**src/rtl/vdc_pkg.sv**
```systemverilog
// ########################################
// video/audio display controller package
// register map, configuration structs and
// host bus encodings shared by the core
// ########################################

package vdc_pkg;

    // 4-bit register number on the host bus
    typedef logic [3:0] reg_num_t;

    // register map (16-bit registers)
    localparam reg_num_t REG_CTRL       = 4'd0;     // bit 0 video enable
    localparam reg_num_t REG_BORDER     = 4'd1;     // 12-bit rgb colour
    localparam reg_num_t REG_STATUS     = 4'd2;     // read only, vblank + frame count
    localparam reg_num_t REG_VOICE_BASE = 4'd4;     // period/volume pairs from here

    // host bus encodings
    localparam logic CS_ENABLED = 1'b0;             // chip select is active low
    localparam logic RNW_READ   = 1'b1;             // rd_nwr high for a read
    localparam logic BYTE_EVEN  = 1'b0;             // even byte is bits 15:8

    // 12-bit colour, 4 bits per channel
    typedef struct packed {
        logic [3:0] red;
        logic [3:0] green;
        logic [3:0] blue;
    } rgb_t;

    // one tone voice setup
    typedef struct packed {
        logic [15:0] period;                        // 0 holds the voice high
        logic [7:0]  volume;
    } voice_cfg_t;

    // video control from the register block
    typedef struct packed {
        logic enable;                               // colour output on/off
        rgb_t border;
    } vid_ctrl_t;

endpackage

```
**src/rtl/vdc_bus_regs.sv**
```systemverilog
// ########################################
// host register block
// synchronises the byte-wide host bus, does
// byte-lane writes on the select edge and
// muxes read data, STATUS from live timing
// ########################################

`timescale 1ns/1ps

module vdc_bus_regs #(
    parameter int NUM_VOICES = 4
) (
    input  logic                                 pclk,
    input  logic                                 rst_i,
    input  logic                                 bus_cs_n_i,
    input  logic                                 bus_rd_nwr_i,
    input  logic                                 bus_bytesel_i,
    input  vdc_pkg::reg_num_t                    bus_reg_num_i,
    input  logic [7:0]                           bus_data_i,
    input  logic                                 vblank_i,
    input  logic [7:0]                           frame_count_i,
    output logic [7:0]                           bus_data_o,
    output vdc_pkg::vid_ctrl_t                   vid_ctrl_o,
    output vdc_pkg::voice_cfg_t [NUM_VOICES-1:0] voice_cfg_o
);
    import vdc_pkg::*;

    // one sample of the host bus
    typedef struct packed {
        logic       cs_n;
        logic       rd_nwr;
        logic       bytesel;
        reg_num_t   reg_num;
        logic [7:0] data;
    } bus_sample_t;

    bus_sample_t bus_raw;
    bus_sample_t bus_meta;                      // first sync stage
    bus_sample_t bus_sync;                      // second sync stage, safe to use
    logic        cs_n_last;                     // previous synced select
    logic        wr_stb;                        // write on the next clock
    logic [15:0] reg_words [16];                // readable view of every register
    logic [15:0] rd_word;
    logic [15:0] wr_word;

    // register number of voice idx, odd selects the volume half of the pair
    function automatic reg_num_t voice_reg(input int idx, input logic odd);
        return reg_num_t'(REG_VOICE_BASE + 2 * idx + int'(odd));
    endfunction

    // replace one byte lane of a 16-bit word
    function automatic logic [15:0] merge_byte(input logic [15:0] old_word,
                                               input logic sel, input logic [7:0] data);
        return (sel == BYTE_EVEN) ? {data, old_word[7:0]} : {old_word[15:8], data};
    endfunction

    assign bus_raw = '{cs_n: bus_cs_n_i, rd_nwr: bus_rd_nwr_i, bytesel: bus_bytesel_i,
                       reg_num: bus_reg_num_i, data: bus_data_i};

    // two-flop synchroniser, runs during reset as well
    always_ff @(posedge pclk) begin
        bus_meta <= bus_raw;
        bus_sync <= bus_meta;
    end

    // falling select with a write, seen after the sync stages
    always_ff @(posedge pclk or posedge rst_i) begin
        if (rst_i) begin
            cs_n_last <= CS_ENABLED;            // a cycle already open at release is skipped
            wr_stb    <= 1'b0;
        end else begin
            cs_n_last <= bus_sync.cs_n;
            wr_stb    <= (cs_n_last != CS_ENABLED) && (bus_sync.cs_n == CS_ENABLED)
                         && (bus_sync.rd_nwr != RNW_READ);
        end
    end

    // every register as a 16-bit word, unused numbers read zero
    always_comb begin
        reg_words               = '{default: '0};
        reg_words[REG_CTRL]     = {15'b0, vid_ctrl_o.enable};
        reg_words[REG_BORDER]   = {4'b0, vid_ctrl_o.border};
        reg_words[REG_STATUS]   = {frame_count_i, 7'b0, vblank_i};
        for (int i = 0; i < NUM_VOICES; i++) begin
            reg_words[voice_reg(i, 1'b0)] = voice_cfg_o[i].period;
            reg_words[voice_reg(i, 1'b1)] = {8'h00, voice_cfg_o[i].volume};
        end
    end

    // read straight from the raw pins, no sync delay
    assign rd_word    = reg_words[bus_reg_num_i];
    assign bus_data_o = (bus_bytesel_i == BYTE_EVEN) ? rd_word[15:8] : rd_word[7:0];

    // new value of the addressed register with the written byte merged in
    assign wr_word = merge_byte(reg_words[bus_sync.reg_num], bus_sync.bytesel, bus_sync.data);

    always_ff @(posedge pclk or posedge rst_i) begin
        if (rst_i) begin
            vid_ctrl_o  <= '0;
            voice_cfg_o <= '0;                  // period 0, volume 0 -> silent
        end else if (wr_stb) begin
            case (bus_sync.reg_num)
                REG_CTRL:   vid_ctrl_o.enable <= wr_word[0];
                REG_BORDER: vid_ctrl_o.border <= wr_word[11:0];
                default: begin                  // STATUS and spare numbers match nothing here
                    for (int i = 0; i < NUM_VOICES; i++) begin
                        if (bus_sync.reg_num == voice_reg(i, 1'b0)) begin
                            voice_cfg_o[i].period <= wr_word;
                        end
                        if (bus_sync.reg_num == voice_reg(i, 1'b1)) begin
                            voice_cfg_o[i].volume <= wr_word[7:0];  // high byte dropped
                        end
                    end
                end
            endcase
        end
    end

endmodule

```
**config.mk**
```make
export PLATFORM = sky130hd
export DESIGN_NAME = vdc_bus_regs
export DESIGN_NICKNAME = d
export VERILOG_FILES = /design/src/rtl/vdc_pkg.sv /design/src/rtl/vdc_bus_regs.sv
export SDC_FILE = /design/constraint.sdc
export NUM_CORES = 1
export LEC_CHECK = 0
export BUFFER_PORTS_ARGS = -buffer_cell sky130_fd_sc_hd__clkbuf_2
export CELL_PAD_IN_SITES_DETAIL_PLACEMENT = 1
export CELL_PAD_IN_SITES_GLOBAL_PLACEMENT = 2
export CORE_ASPECT_RATIO = 0.7
export CORE_MARGIN = 2
export CORE_UTILIZATION = 37
export DETAILED_ROUTE_END_ITERATION = 10
export GPL_TIMING_DRIVEN = 0
export HOLD_SLACK_MARGIN = 0.08
export PLACE_DENSITY_LB_ADDON = 0.1
export SLEW_MARGIN = 20
export SYNTH_ARGS = -nofsm -noshare
export SYNTH_HDL_FRONTEND = slang
export SYNTH_SLANG_ARGS = --single-unit
export TNS_END_PERCENT = 20
```
**constraint.sdc**
```tcl
create_clock -name pclk -period 3.4 [get_ports pclk]
set_input_delay 0 -clock pclk [delete_from_list [all_inputs] [get_ports pclk]]
set_output_delay 0 -clock pclk [all_outputs]
set_load 0.02 [all_outputs]
```
# After elaboration in Yosys (flattened, before gate mapping)

Cells that the tools add are included.

Bits in read-only memories: 0
Bits in writable memories: 0
Bits in latches: 0
Input bits: 26
Word-level logic and storage cells: 62
Flip-flop bits (word level): 141
Output and inout port bits: 117
Memories kept: 0

Magnitude comparators: 2
Reductions and logical operators: 14
Multiply operators: 0
Div/mod/pow operators: 0
Multiplexer cells: 8
Add/sub/neg operators: 0
Bitwise logic cells: 5
Shift operators: 0
Equal/unequal tests: 9

Operator list:

| cell                                                                   | number |
|---|---|
| 16-bit binary-select mux with 4-bit select                             | 2 |
| 16-bit two-way mux                                                     | 5 |
| 3-bit AND reduction                                                    | 8 |
| 4-bit by 3-bit equality test with 1-bit output (second input constant) | 4 |
| 4-bit equality test (second input constant)                            | 4 |
| 5-bit >= comparator (second input constant)                            | 2 |
| 4-bit inverter with 5-bit output                                       | 2 |
| 8-bit two-way mux                                                      | 1 |
| 4-bit by 1-bit equality test with 1-bit output (second input constant) | 1 |
| 4-bit zero test                                                        | 1 |
| 2-bit AND reduction                                                    | 2 |
| 1-bit inverter                                                         | 3 |
| 1-bit logical AND                                                      | 2 |
| 2-bit OR reduction                                                     | 1 |

# Longest topological paths before layout

Gate-level depths: netlist (run 1).

Word-level depth: 5
Gate-level depth with buffers: 7
Depth with buffers taken out: 4

# Worst setup path after synthesis (run 1)

OpenSTA, ideal clock, no wires.

Path type: register -> register
Start: register bus_sync[9] (netlist bit)
End: register voice_cfg_o[64] (netlist bit)
Library setup time: 0.125 ns
Period minus slack after synthesis: 1.735 ns
Setup slack: 1.665 ns
Stages on the path, launching flop included: 7
Data arrival time: 1.610 ns
Cells stage by stage: dfxtp_1 -> buf_6 -> buf_8 -> mux2_4 -> a222oi_1 -> a31oi_1 -> mux2_2

Cells in the longest elaborated chain, start to end: 5
Elaborated cells between the ends (all ways): 11
Those cells by class: 2 x eq/ne; 4 x mux; 2 x bitwise; 3 x reduce/logical

RTL lines:

| item                                                   | RTL line           | source |
|---|---|---|
| start, declared                                        | vdc_bus_regs.sv:39 | `bus_sample_t bus_sync;` |
| start signal, assigned                                 | vdc_bus_regs.sv:63 | `bus_sync <= bus_meta;` |
| 4-bit inverter with 5-bit output (implied by the code) | vdc_bus_regs.sv:95 | `assign wr_word = merge_byte(reg_words[bus_sync.reg_num], bus_sync.bytesel, bus_sync.data);` |
| 16-bit binary-select mux with 4-bit select             | vdc_bus_regs.sv:95 |  |
| 16-bit two-way mux (implied by the code) (2 in a row)  | vdc_bus_regs.sv:95 |  |
| 16-bit two-way mux                                     | vdc_bus_regs.sv:54 | `return (sel == BYTE_EVEN) ? {data, old_word[7:0]} : {old_word[15:8], data};` |
| end, declared                                          | vdc_bus_regs.sv:24 | `output vdc_pkg::voice_cfg_t [NUM_VOICES-1:0] voice_cfg_o` |

Parallel ways exist; a longest one is shown, timed or not. The select of a mux whose other input is x is not followed.
A chain may end at the register's enable or synchronous reset.

# Worst setup path in the final report (run 1)

Start: input bus_reg_num_i[1]
End: output bus_data_o[2]

Cells in the longest elaborated chain, start to end: 5

RTL lines:

| item                                                   | RTL line           | source |
|---|---|---|
| start, declared                                        | vdc_bus_regs.sv:18 | `input vdc_pkg::reg_num_t bus_reg_num_i,` |
| 4-bit inverter with 5-bit output (implied by the code) | vdc_bus_regs.sv:91 | `assign rd_word = reg_words[bus_reg_num_i];` |
| 16-bit binary-select mux with 4-bit select             | vdc_bus_regs.sv:91 |  |
| 16-bit two-way mux (implied by the code) (2 in a row)  | vdc_bus_regs.sv:91 |  |
| 8-bit two-way mux                                      | vdc_bus_regs.sv:92 | `assign bus_data_o = (bus_bytesel_i == BYTE_EVEN) ? rd_word[15:8] : rd_word[7:0];` |
| end, declared                                          | vdc_bus_regs.sv:22 | `output logic [7:0] bus_data_o,` |

No other way between the ends. The select of a mux whose other input is x is not followed.

==> summary.md, run 1 <==
| Metric | Value |
|---|---|
| Worst R2R Path Depth | 6 |
| Initial antenna violation count | 0 |
| Synth-to-layout area growth | 25.16% |
| Clock skew | 0.009564 ns |
| Buffers on Ports | 142 |
| MaxCap Viol Count | 0 |
| Gate Count Post-Synth | 596 |
| Max clock buf depth | 2 |
| Mapped Area | 0.007286 sq mm |
| Yosys reg bits | 141 |
| End point of the critical path | bus_data_o[2] |
| CTS tree | yes |
| Outcome | finished clean |
| Core area | 0.01908 sq mm |
| Nets | 802 |
| Register area share after synthesis | 0.4637 |
| EDFF count, synth | 0 |
| Period utilization | 0.9026 |
| WL per Instance | 27.25 microns |
| Die height | 121.4 microns |
| H-tree levels | 4 |
| Dpl cell area | 0.008359 sq mm |
| Slew headroom | 0.3284 |
| Design area | 0.009119 sq mm |
| Via Count | 6267 |
| ANT cells | 0 |
| Kind of critical path | primary input to primary output |
| Worst r2r src | bus_sync[9] |
| Leakage | 4.227 nW |
| Pwr Density | 544.1 mW/mm^2 |
| Initial Utilization | 0.3819 |
| Fmax achieved | 0.3259 GHz |
| Initial drt markers | 625 |
| DRT antenna net count | 0 |
| Die footprint | 0.02085 sq mm |
| Die Wd | 171.7 microns |
| Avg Cell Area, Syn | 12.22 sq um |
| Ys flop type | dfrtp_1 |
| Setup slack, reg-to-reg | 0.84 ns |
| RSZ-0062 raised after global routing | no |
| Most common cell after layout, fill and taps aside | clkbuf_2 |
| Clock sink count | 141 |
| CP Data Arrival Time | 3.07 ns |
| Ys async rst share | 0.7872 |
| Final setup vio count | 0 |
| Most frequent cells in the layout | clkbuf_2, mux2_2, dfrtp_1 |
| Startpoint types | primary input |
| Worst skew pair latency | 0.44 ns |
| Least-Margin Pin Slew | 1.002 ns |
| Clk root buf | clkbuf_16 |
| Worst hold path class | primary input to async pin |
| Global-route wire length before repair | 41980 microns |
| Netlist cell types | 62 |
| Placer Congestion | 0.9441 |
| Clock transition at the registers of the reported paths | 0.07 ns |
| Final core occ | 0.4780 |
| Dpl hpwl | 21030 microns |
| Total CTS buffers | 17 |
| Via-per-instance ratio | 5.952 |
| Crit path from | bus_reg_num_i[1] |
| CP required | 3.40 ns |
| VDD IR-drop max | 328.4 uV |
| Critical path capture point type | primary output |
| Max-slew violations | 0 |
| Total Wirelength | 28700 microns |
| Syn Nets | 622 |
| Fillcell total | 2070 |
| Worst-path fanout max | 10 |
| Minimum clock period | 3.069 ns |
| Vias in the first global route | 6365 |
| # resized after CTS | 0 |
| Maximum number of pins on one net before global-route repair | 76 |
| Fraction of layout cells with a size suffix above 1 | 0.4664 |
| DRC errors left | 0 |
| Congestion Overflow GR | 0 |
| Syn. warnings | 0 |
| I/O pin count | 143 |
| Final Hold Viols | 0 |
| Total GRT Usage | 0.2821 |
| Critical R2R Capture | voice_cfg_o[50] |
| TritonRoute pass-1 iters | 5 |
| Row cnt | 42 |
-- synthesized netlist by cell type (3+ instances only) --
cell type	number	area, sq um
a211o_1	3	26.28
a21o_1	3	22.52
a21oi_1	20	100.1
a21oi_2	5	43.79
a222oi_1	3	30.03
a22o_1	7	61.31
a22oi_1	11	82.58
a31oi_1	16	100.1
a32oi_1	7	61.31
and3_1	3	18.77
and3b_1	8	70.07
buf_2	19	95.09
buf_4	6	45.04
clkbuf_1	15	56.30
dfrtp_1	111	2778
dfxtp_1	30	600.6
inv_1	8	30.03
mux2_2	129	1453
mux2i_1	27	270.3
mux4_2	15	337.8
nand2_1	19	71.32
nand2b_1	4	25.02
nand3b_1	8	60.06
nor2_1	19	71.32
nor2b_1	15	93.84
nor3_2	3	30.03
nor3b_1	5	37.54
nor4bb_1	3	30.03
o21ai_0	16	80.08
o221ai_1	5	43.79
o22ai_1	10	62.56
or3_1	3	18.77
-- routing by layer --
| layer | track usage | routed length [microns] |
|---|---|---|
| met1 | 0.4327 | 13750 |
| met2 | 0.3996 | 12280 |
| met5 | 0 | 0 |
| met3 | 0.06230 | 2350 |
| met4 | 0.06621 | 318 |
-- worst max-delay path, stage by stage --
cell,delay [ns]
dlygate4sd3_1,0.53
clkbuf_2,0.11
clkbuf_1,0.42
buf_2,0.38
buf_2,0.43
mux2i_1,0.30
o22ai_1,0.18
o21ai_0,0.36
a2bb2oi_1,0.15
clkbuf_2,0.20
-- area by class of cell --
type | count | area [sq um] | area share
timing repair buffer | 161 | 918.4 | 0.1007
clock buffer | 17 | 425.4 | 0.04665
sequential | 141 | 3378 | 0.3705
clock inverter | 15 | 153.9 | 0.01688
multi-input combinational | 401 | 3631 | 0.3982
buffer | 46 | 246.5 | 0.02703
inverter | 8 | 35.03 | 0.003842
tap | 264 | 330.3 | 0.03622
-- worst min path at each step --
stage / slack (ns) / startpoint / end
after CTS: 0.12 / rst_i / voice_cfg_o[68]
after detailed placement: 0.01 / rst_i / voice_cfg_o[68]
after floorplan: 0.03 / bus_data_i[0] / bus_meta[0]
after global routing: 0.14 / rst_i / voice_cfg_o[92]
final: 0.11 / rst_i / voice_cfg_o[92]
after global placement: 0.10 / bus_data_i[4] / bus_meta[4]
-- cells by family after synthesis --
group                  count (synthesis)  share of synthesized area
muxes                                175                     0.2901
DFF                                  141                     0.4637
AOI/OAI and AO/OA                    119                     0.1146
and+or+nand+nor                      107                    0.09377
buffers and inverters                 54                    0.03795
-- power by group --
part / switching, W / total (W) / internal (W)
clock network: 0.000846 / 0.00188 / 0.00103
registers: 0.000210 / 0.00205 / 0.00184
logic: 0.000611 / 0.00103 / 0.000422
-- sequential cells by signal (all words and copies together), names as in the netlist --
| register | cells |
|---|---|
| bus_sync | 15 |
| wr_stb | 1 |
| voice_cfg_o | 96 |
| vid_ctrl_o | 13 |
| cs_n_last | 1 |
| bus_meta | 15 |
-- per-stage QoR --
| step | worst slack, ns | cells | hold WS (ns) | TNS, ns | total power (W) |
|---|---|---|---|---|---|
| 2_1_floorplan | 0.4693 | 596 | 0.02772 | 0 | 0.002655 |
| 3_3_place_gp | -0.8361 | 1002 | 0.1020 | -91.87 | 0.003042 |
| 3_5_place_dp | 0.8805 | 1003 | 0.01195 | 0 | 0.003082 |
| 4_1_cts | 0.3862 | 1053 | 0.1218 | 0 | 0.004973 |
| 5_1_grt | 0.2802 | 1053 | 0.1379 | 0 | 0.005136 |
| 6_report | 0.3313 | 1053 | 0.1062 | 0 | 0.004962 |
-- timing repair --
action | 4_1_cts | 5_1_grt
hold buffers | 18 | 0
endpoints found under the hold margin | 128 | 0
setup buffers | 0 | 0
Power figures use the tool's default switching activity.
==> run 2, diff against run 1 <==
--- a/config.mk
+++ b/config.mk
@@ -5,16 +5,17 @@
 export SDC_FILE = /design/constraint.sdc
 export NUM_CORES = 1
 export LEC_CHECK = 0
-export BUFFER_PORTS_ARGS = -buffer_cell sky130_fd_sc_hd__clkbuf_2
+export ABC_AREA = 1
+export BUFFER_PORTS_ARGS = -buffer_cell sky130_fd_sc_hd__buf_2
 export CELL_PAD_IN_SITES_DETAIL_PLACEMENT = 1
 export CELL_PAD_IN_SITES_GLOBAL_PLACEMENT = 2
 export CORE_ASPECT_RATIO = 0.7
 export CORE_MARGIN = 2
-export CORE_UTILIZATION = 37
+export CORE_UTILIZATION = 31
 export DETAILED_ROUTE_END_ITERATION = 10
 export GPL_TIMING_DRIVEN = 0
 export HOLD_SLACK_MARGIN = 0.08
-export PLACE_DENSITY_LB_ADDON = 0.1
+export PLACE_DENSITY = 0.77
 export SLEW_MARGIN = 20
 export SYNTH_ARGS = -nofsm -noshare
 export SYNTH_HDL_FRONTEND = slang
==> summary.md, run 2 <==
| Metric | Value |
|---|---|
| Die footprint | 0.02567 sq mm |
| TNS Setup | 0 ns |
| Slew headroom | 0.4663 |
| Congestion Overflow GR | 0 |
| Outcome | finished clean |
| ANT cells | 0 |
| VDD IR-drop max | 369.9 uV |
| Ys async rst share | 0.7872 |
| Worst R2R Path Depth | 7 |
| Nets | 1306 |
| Top area cells in the synthesized netlist | dfrtp_1, nand2_1, nand3_1 |
| Synth Area in Simple Gates | 0.3809 |
| Period utilization | 0.7930 |
| Top Registers | voice_cfg_o x96, bus_meta x15, bus_sync x15 |
| Critical R2R Capture | voice_cfg_o[64] |
| Via Count | 8410 |
| DRC errors left | 0 |
| Total Wirelength | 36570 microns |
| Post-Synth XOR/XNOR Area | 0 |
| Startpoint types | primary input |
| Main combinational cell family by area after synthesis | simple AND/OR/NAND/NOR gates |
| Initial drt markers | 694 |
| Top reg by flops | voice_cfg_o |
| H-tree levels | 4 |
| Max-slew violations | 0 |
| Fmax achieved | 0.3709 GHz |
| Placer Congestion | 0.9237 |
| Clock sink count | 141 |
| Avg Cell Area, Syn | 6.859 sq um |
| WL per Instance | 22.70 microns |
| Final Hold Viols | 0 |
| Gate Count Post-Synth | 1102 |
| Yosys reg bits | 141 |
| Most frequent cells in the layout | nand2_1, buf_2, nand3_1 |
| Least-Margin Pin Slew | 0.8006 ns |
| Critical path capture point type | primary output |
| Most common cell after layout, fill and taps aside | nand2_1 |
| Total power | 0.005176 W |
| Worst Hold Path EP | voice_cfg_o[21] |
| Count leader, synth | nand2_1 |
| Row cnt | 47 |
| Die height | 134.6 microns |
| Syn. warnings | 0 |
| Maximum number of pins on one net before global-route repair | 58 |
| MaxCap Viol Count | 0 |
| Largest register FFs | 96 |
| Netlist cell types | 23 |
| Setup slack, reg-to-reg | 1.02 ns |
| Ys flop type | dfrtp_1 |
| TritonRoute pass-1 iters | 7 |
| Worst-path fanout max | 10 |
| Pwr Density | 547.8 mW/mm^2 |
| Compound-Gate Fraction of Synth Area | 0.09336 |
| I/O pin count | 143 |
| Post-Synth Adder-Cell Area | 0 |
| Synth-to-layout area growth | 25.01% |
| Core area | 0.02382 sq mm |
| Most frequent cells after synthesis | nand2_1, nand3_1, dfrtp_1, inv_1, nor2_1 |
| CP required | 3.40 ns |
| Total GRT Usage | 0.2904 |
| Leakage | 4.921 nW |
| Via-per-instance ratio | 5.220 |
| Dpl hpwl | 27670 microns |
| WHS | 0.1305 ns |
| Max clock buf depth | 2 |
| Mapped Area | 0.007558 sq mm |
| Post-CTS setup buffer count | 0 |
| Minimum clock period | 2.696 ns |
| Worst r2r src | bus_sync[11] |
| Die Wd | 190.6 microns |
| Initial antenna violation count | 0 |
| EDFF count, synth | 0 |
| CP Data Arrival Time | 2.70 ns |
| CTS tree | yes |
| Most area-hungry cell type in the Yosys netlist | dfrtp_1 |
| Total CTS buffers | 17 |
| Kind of critical path | primary input to primary output |
| Multiplexer share of the synthesized area | 0 |
| Clock transition at the registers of the reported paths | 0.06 ns |
| Global-route wire length before repair | 53340 microns |
| Worst skew pair latency | 0.45 ns |
| Hold Crit Depth | 5 |
| DRT antenna net count | 0 |
| Vias in the first global route | 8003 |
| Hold path start | frame_count_i[5] |
| Initial Utilization | 0.3174 |
| Final setup vio count | 0 |
| Register area share after synthesis | 0.4469 |
| Clock skew | 0.01015 ns |
| Buffers on Ports | 142 |
| Syn Nets | 1128 |
| Clk root buf | clkbuf_16 |
| Worst hold path class | primary input to register |
| RSZ-0062 raised after global routing | no |
| Synth top area share | 0.3675 |
| Fraction of layout cells with a size suffix above 1 | 0.1841 |
[run 2: changes by cell type after synthesis, sizes merged, moves of 46 or more]
cell / before / now
o21ai: 16 / 62
nand2: 20 / 445
inv: 8 / 105
nand3: 2 / 150
nor2: 19 / 82
mux2: 133 / 0
[run 2: power by group]
group          leakage (nW)  internal [W]  total, W  switching, W
Sequential             1.61       0.00187   0.00211      0.000241
Clock                 0.273       0.00109   0.00189      0.000803
Combinational          3.04      0.000348   0.00117      0.000821
Total                  4.92       0.00331   0.00518       0.00187
[run 2: logic make-up (layout without fill, tap and decap cells)]
group	Yosys count	in the layout
compound gates	132	132
simple gates	681	681
buf+inv	148	339
flops	141	141
[run 2: worst max-delay path, stage by stage]
cell	delay [ns]
dlygate4sd3_1	0.54
buf_2	0.18
buf_2	0.26
buf_1	0.60
a21oi_1	0.15
o21ai_0	0.18
nand3_1	0.13
nand2_1	0.20
nand2_1	0.10
nand2_1	0.08
nand2_1	0.09
buf_2	0.17
[run 2: layout make-up]
type,count,area (sq um)
Clock inverter,11,107.6
Timing Repair Buffer,159,898.4
Inverter,105,399.1
Tap cell,318,397.9
Buffer,43,201.4
Clock buffer,21,481.7
Multi-Input combinational cell,813,3585
Sequential cell,141,3378
Fill cell,3085,14370
[run 2: how the worst max path moves through the flow]
| stage | startpoint | to | slack (ns) | cells past startpoint |
|---|---|---|---|---|
| finish | bus_reg_num_i[0] | bus_data_o[7] | 0.70 | 12 |
| global route | bus_reg_num_i[0] | bus_data_o[7] | 0.62 | 12 |
| CTS | bus_reg_num_i[0] | bus_data_o[7] | 0.81 | 12 |
| detailed placement | bus_sync[11] | voice_cfg_o[64] | 1.10 | 7 |
| global placement | rst_i | voice_cfg_o[93] | -1.33 | 2 |
| floorplan | rst_i | cs_n_last | 0.47 | 1 |
[run 2: metal layers]
layer	up-vias	track usage	part of all wire
li1	3861	-	-
met1	4138	0.4532	0.50
met2	375	0.3962	0.40
met3	36	0.07354	0.093
met4	0	0.06029	0.013
met5	-	0	0
[run 2: repair_timing]
item	4_1_cts	5_1_grt
hold buffers	16	0
endpoints found under the hold margin	71	0
gates resized for setup	0	0
setup endpoints to repair	0	0
[run 2: stage by stage]
| step | worst slack (ns) | area [sq um] | cells | util |
|---|---|---|---|---|
| final | 0.7038 | 9449 | 1611 | 0.3967 |
| after global routing | 0.6204 | 9449 | 1611 | 0.3967 |
| after CTS | 0.8071 | 9449 | 1611 | 0.3967 |
| after detailed placement | 1.103 | 8700 | 1563 | 0.3653 |
| after global placement | -1.335 | 8667 | 1562 | 0.3639 |
| after floorplan | 0.4693 | 7559 | 1102 | - |
==> run 3, diff against run 2 <==
--- a/config.mk
+++ b/config.mk
@@ -5,17 +5,17 @@
 export SDC_FILE = /design/constraint.sdc
 export NUM_CORES = 1
 export LEC_CHECK = 0
-export ABC_AREA = 1
+export ABC_AREA = 0
 export BUFFER_PORTS_ARGS = -buffer_cell sky130_fd_sc_hd__buf_2
 export CELL_PAD_IN_SITES_DETAIL_PLACEMENT = 1
 export CELL_PAD_IN_SITES_GLOBAL_PLACEMENT = 2
 export CORE_ASPECT_RATIO = 0.7
 export CORE_MARGIN = 2
-export CORE_UTILIZATION = 31
+export CORE_UTILIZATION = 33
 export DETAILED_ROUTE_END_ITERATION = 10
 export GPL_TIMING_DRIVEN = 0
 export HOLD_SLACK_MARGIN = 0.08
-export PLACE_DENSITY = 0.77
+export PLACE_DENSITY = 0.72
 export SLEW_MARGIN = 20
 export SYNTH_ARGS = -nofsm -noshare
 export SYNTH_HDL_FRONTEND = slang
==> constraint.sdc (replaced) <==
create_clock -name pclk -period 2.25 [get_ports pclk]
set_input_delay 0 -clock pclk [delete_from_list [all_inputs] [get_ports pclk]]
set_output_delay 0 -clock pclk [all_outputs]
set_load 0.02 [all_outputs]
==> summary.md, run 3 (synthesized netlist as in run 1, its figures left out) <==
| Metric | Value |
|---|---|
| Outcome | finished clean |
| Dpl hpwl | 21650 microns |
| Clock sink count | 141 |
| Critical path capture point type | register |
| Worst hold path class | primary input to async pin |
| Row cnt | 45 |
| Vias in the first global route | 6411 |
| Synth-to-layout area growth | 27.05% |
| Max clock buf depth | 2 |
| Initial Utilization | 0.3361 |
| CP required | 2.57 ns |
| Minimum clock period | 2.193 ns |
| FF+latch area | 0.003378 sq mm |
| DRT antenna net count | 0 |
| Placer Congestion | 0.9109 |
| Top reg by flops | voice_cfg_o |
| Worst R2R Path Depth | 7 |
| Initial antenna violation count | 0 |
| Total Wirelength | 28860 microns |
| Final setup vio count | 0 |
| Congestion Overflow GR | 0 |
| Leakage | 4.313 nW |
| Largest register FFs | 96 |
| Clock skew | 0.008350 ns |
| Buffers on Ports | 142 |
| Final core occ | 0.4270 |
| Sw Ratio | 0.3297 |
| Psw | 0.002438 W |
| Die height | 128.3 microns |
| Nets | 804 |
| Kind of critical path | register to register |
| Die footprint | 0.02330 sq mm |
| Gate power share | 0.215 |
| Multi-input logic area | 0.003709 sq mm |
| Final Hold Viols | 0 |
| Via Count | 6243 |
| Worst skew pair latency | 0.43 ns |
| Die Wd | 181.6 microns |
| VDD IR-drop max | 484.4 uV |
| Most common cell after layout, fill and taps aside | buf_2 |
| Startpoint types | register |
| Most frequent cells in the layout | buf_2, mux2_2, dfrtp_1 |
| H-tree levels | 4 |
| Max-slew violations | 0 |
| CP Data Arrival Time | 2.51 ns |
| Slew headroom | 0.5480 |
| Core area | 0.02168 sq mm |
| Total GRT Usage | 0.2526 |
| Maximum number of pins on one net before global-route repair | 35 |
| Via-per-instance ratio | 5.818 |
| Clock transition at the registers of the reported paths | 0.06 ns |
| Pwr Density | 798.9 mW/mm^2 |
| DRC errors left | 0 |
| Total power | 0.007395 W |
| TritonRoute pass-1 iters | 5 |
| Total CTS buffers | 17 |
| WL per Instance | 26.89 microns |
| MaxCap Viol Count | 0 |
| ANT cells | 0 |
| TNS Setup | 0 ns |
| CTS tree | yes |
| Global-route wire length before repair | 42620 microns |
| Clk root buf | clkbuf_16 |
| Period utilization | 0.9746 |
| Fraction of layout cells with a size suffix above 1 | 0.4867 |
| Fillcell total | 2318 |
| Initial drt markers | 561 |
| Top Registers | voice_cfg_o x96, bus_meta x15, bus_sync x15 |
| Fmax achieved | 0.4560 GHz |
| I/O pin count | 143 |
| RSZ-0062 raised after global routing | yes |
| Least-Margin Pin Slew | 0.6765 ns |
| Clock share of power | 0.366 |
| Internal power | 0.004957 W |
| Worst-path fanout max | 10 |
| Flop pwr share | 0.420 |
[run 3: final timing paths]
path / from / end / slack (ns)
min in group pclk: bus_data_i[6] / bus_meta[6] / 0.20
setup / recovery: bus_sync[9] / voice_cfg_o[79] / 0.06
hold reg to reg: bus_meta[12] / bus_sync[12] / 0.32
hold / removal: rst_i / voice_cfg_o[48] / 0.14
setup reg to reg: bus_sync[9] / voice_cfg_o[79] / 0.06
max in group asynchronous: rst_i / vid_ctrl_o[7] / 1.12
[run 3: layer usage]
| metal | GRT usage | vias up | wire (microns) |
|---|---|---|---|
| met5 | 0 | - | 0 |
| met4 | 0.08608 | 0 | 722 |
| met3 | 0.07500 | 52 | 2520 |
| met2 | 0.3545 | 305 | 11870 |
| met1 | 0.3689 | 3257 | 13740 |
| li1 | - | 2629 | - |
[run 3: area by class of cell]
type | count | area share
timing repair buffer | 165 | 0.1044
clock inverter | 11 | 0.009056
buffer | 44 | 0.02825
sequential | 141 | 0.3650
multi-input combinational | 401 | 0.4006
inverter | 8 | 0.003650
tap | 282 | 0.03812
clock buffer | 21 | 0.05096
[run 3: worst max-delay path, stage by stage (launching register included)]
cell and delay (ns):
dfxtp_1 0.33, buf_6 0.13, buf_2 0.30, clkbuf_4 0.32, mux4_2 0.33, nand2_1 0.15
a31oi_2 0.19, mux2_2 0.32
[run 3: per-stage QoR]
step,worst slack (ns),cell area (sq um),hold WS (ns),std cells
global route,-0.002369,9256,0.1768,1073
finish,0.05710,9256,0.1415,1073
CTS,-0.09937,9209,0.1398,1074
global placement,-0.2495,8353,0.1031,1020
floorplan,0.5148,7289,0.02772,596
detailed placement,-0.2766,8413,0.04761,1023
[run 3: repair_timing]
action                                  4_1_cts  5_1_grt
pin swaps                                     2        0
endpoints found under the setup margin       66       77
hold buffers                                 18        0
buffers inserted                              2        0
endpoints found under the hold margin        70        0
gates resized for setup                      12       17
[run 3: power groups by stage]
stage                     clock, W  combinational, W  sequential (W)
after floorplan                  0          0.000706         0.00331
after global placement           0           0.00149         0.00311
after detailed placement         0           0.00153         0.00314
after CTS                  0.00275           0.00157         0.00309
after global routing       0.00285           0.00168         0.00313
final                      0.00270           0.00159         0.00310
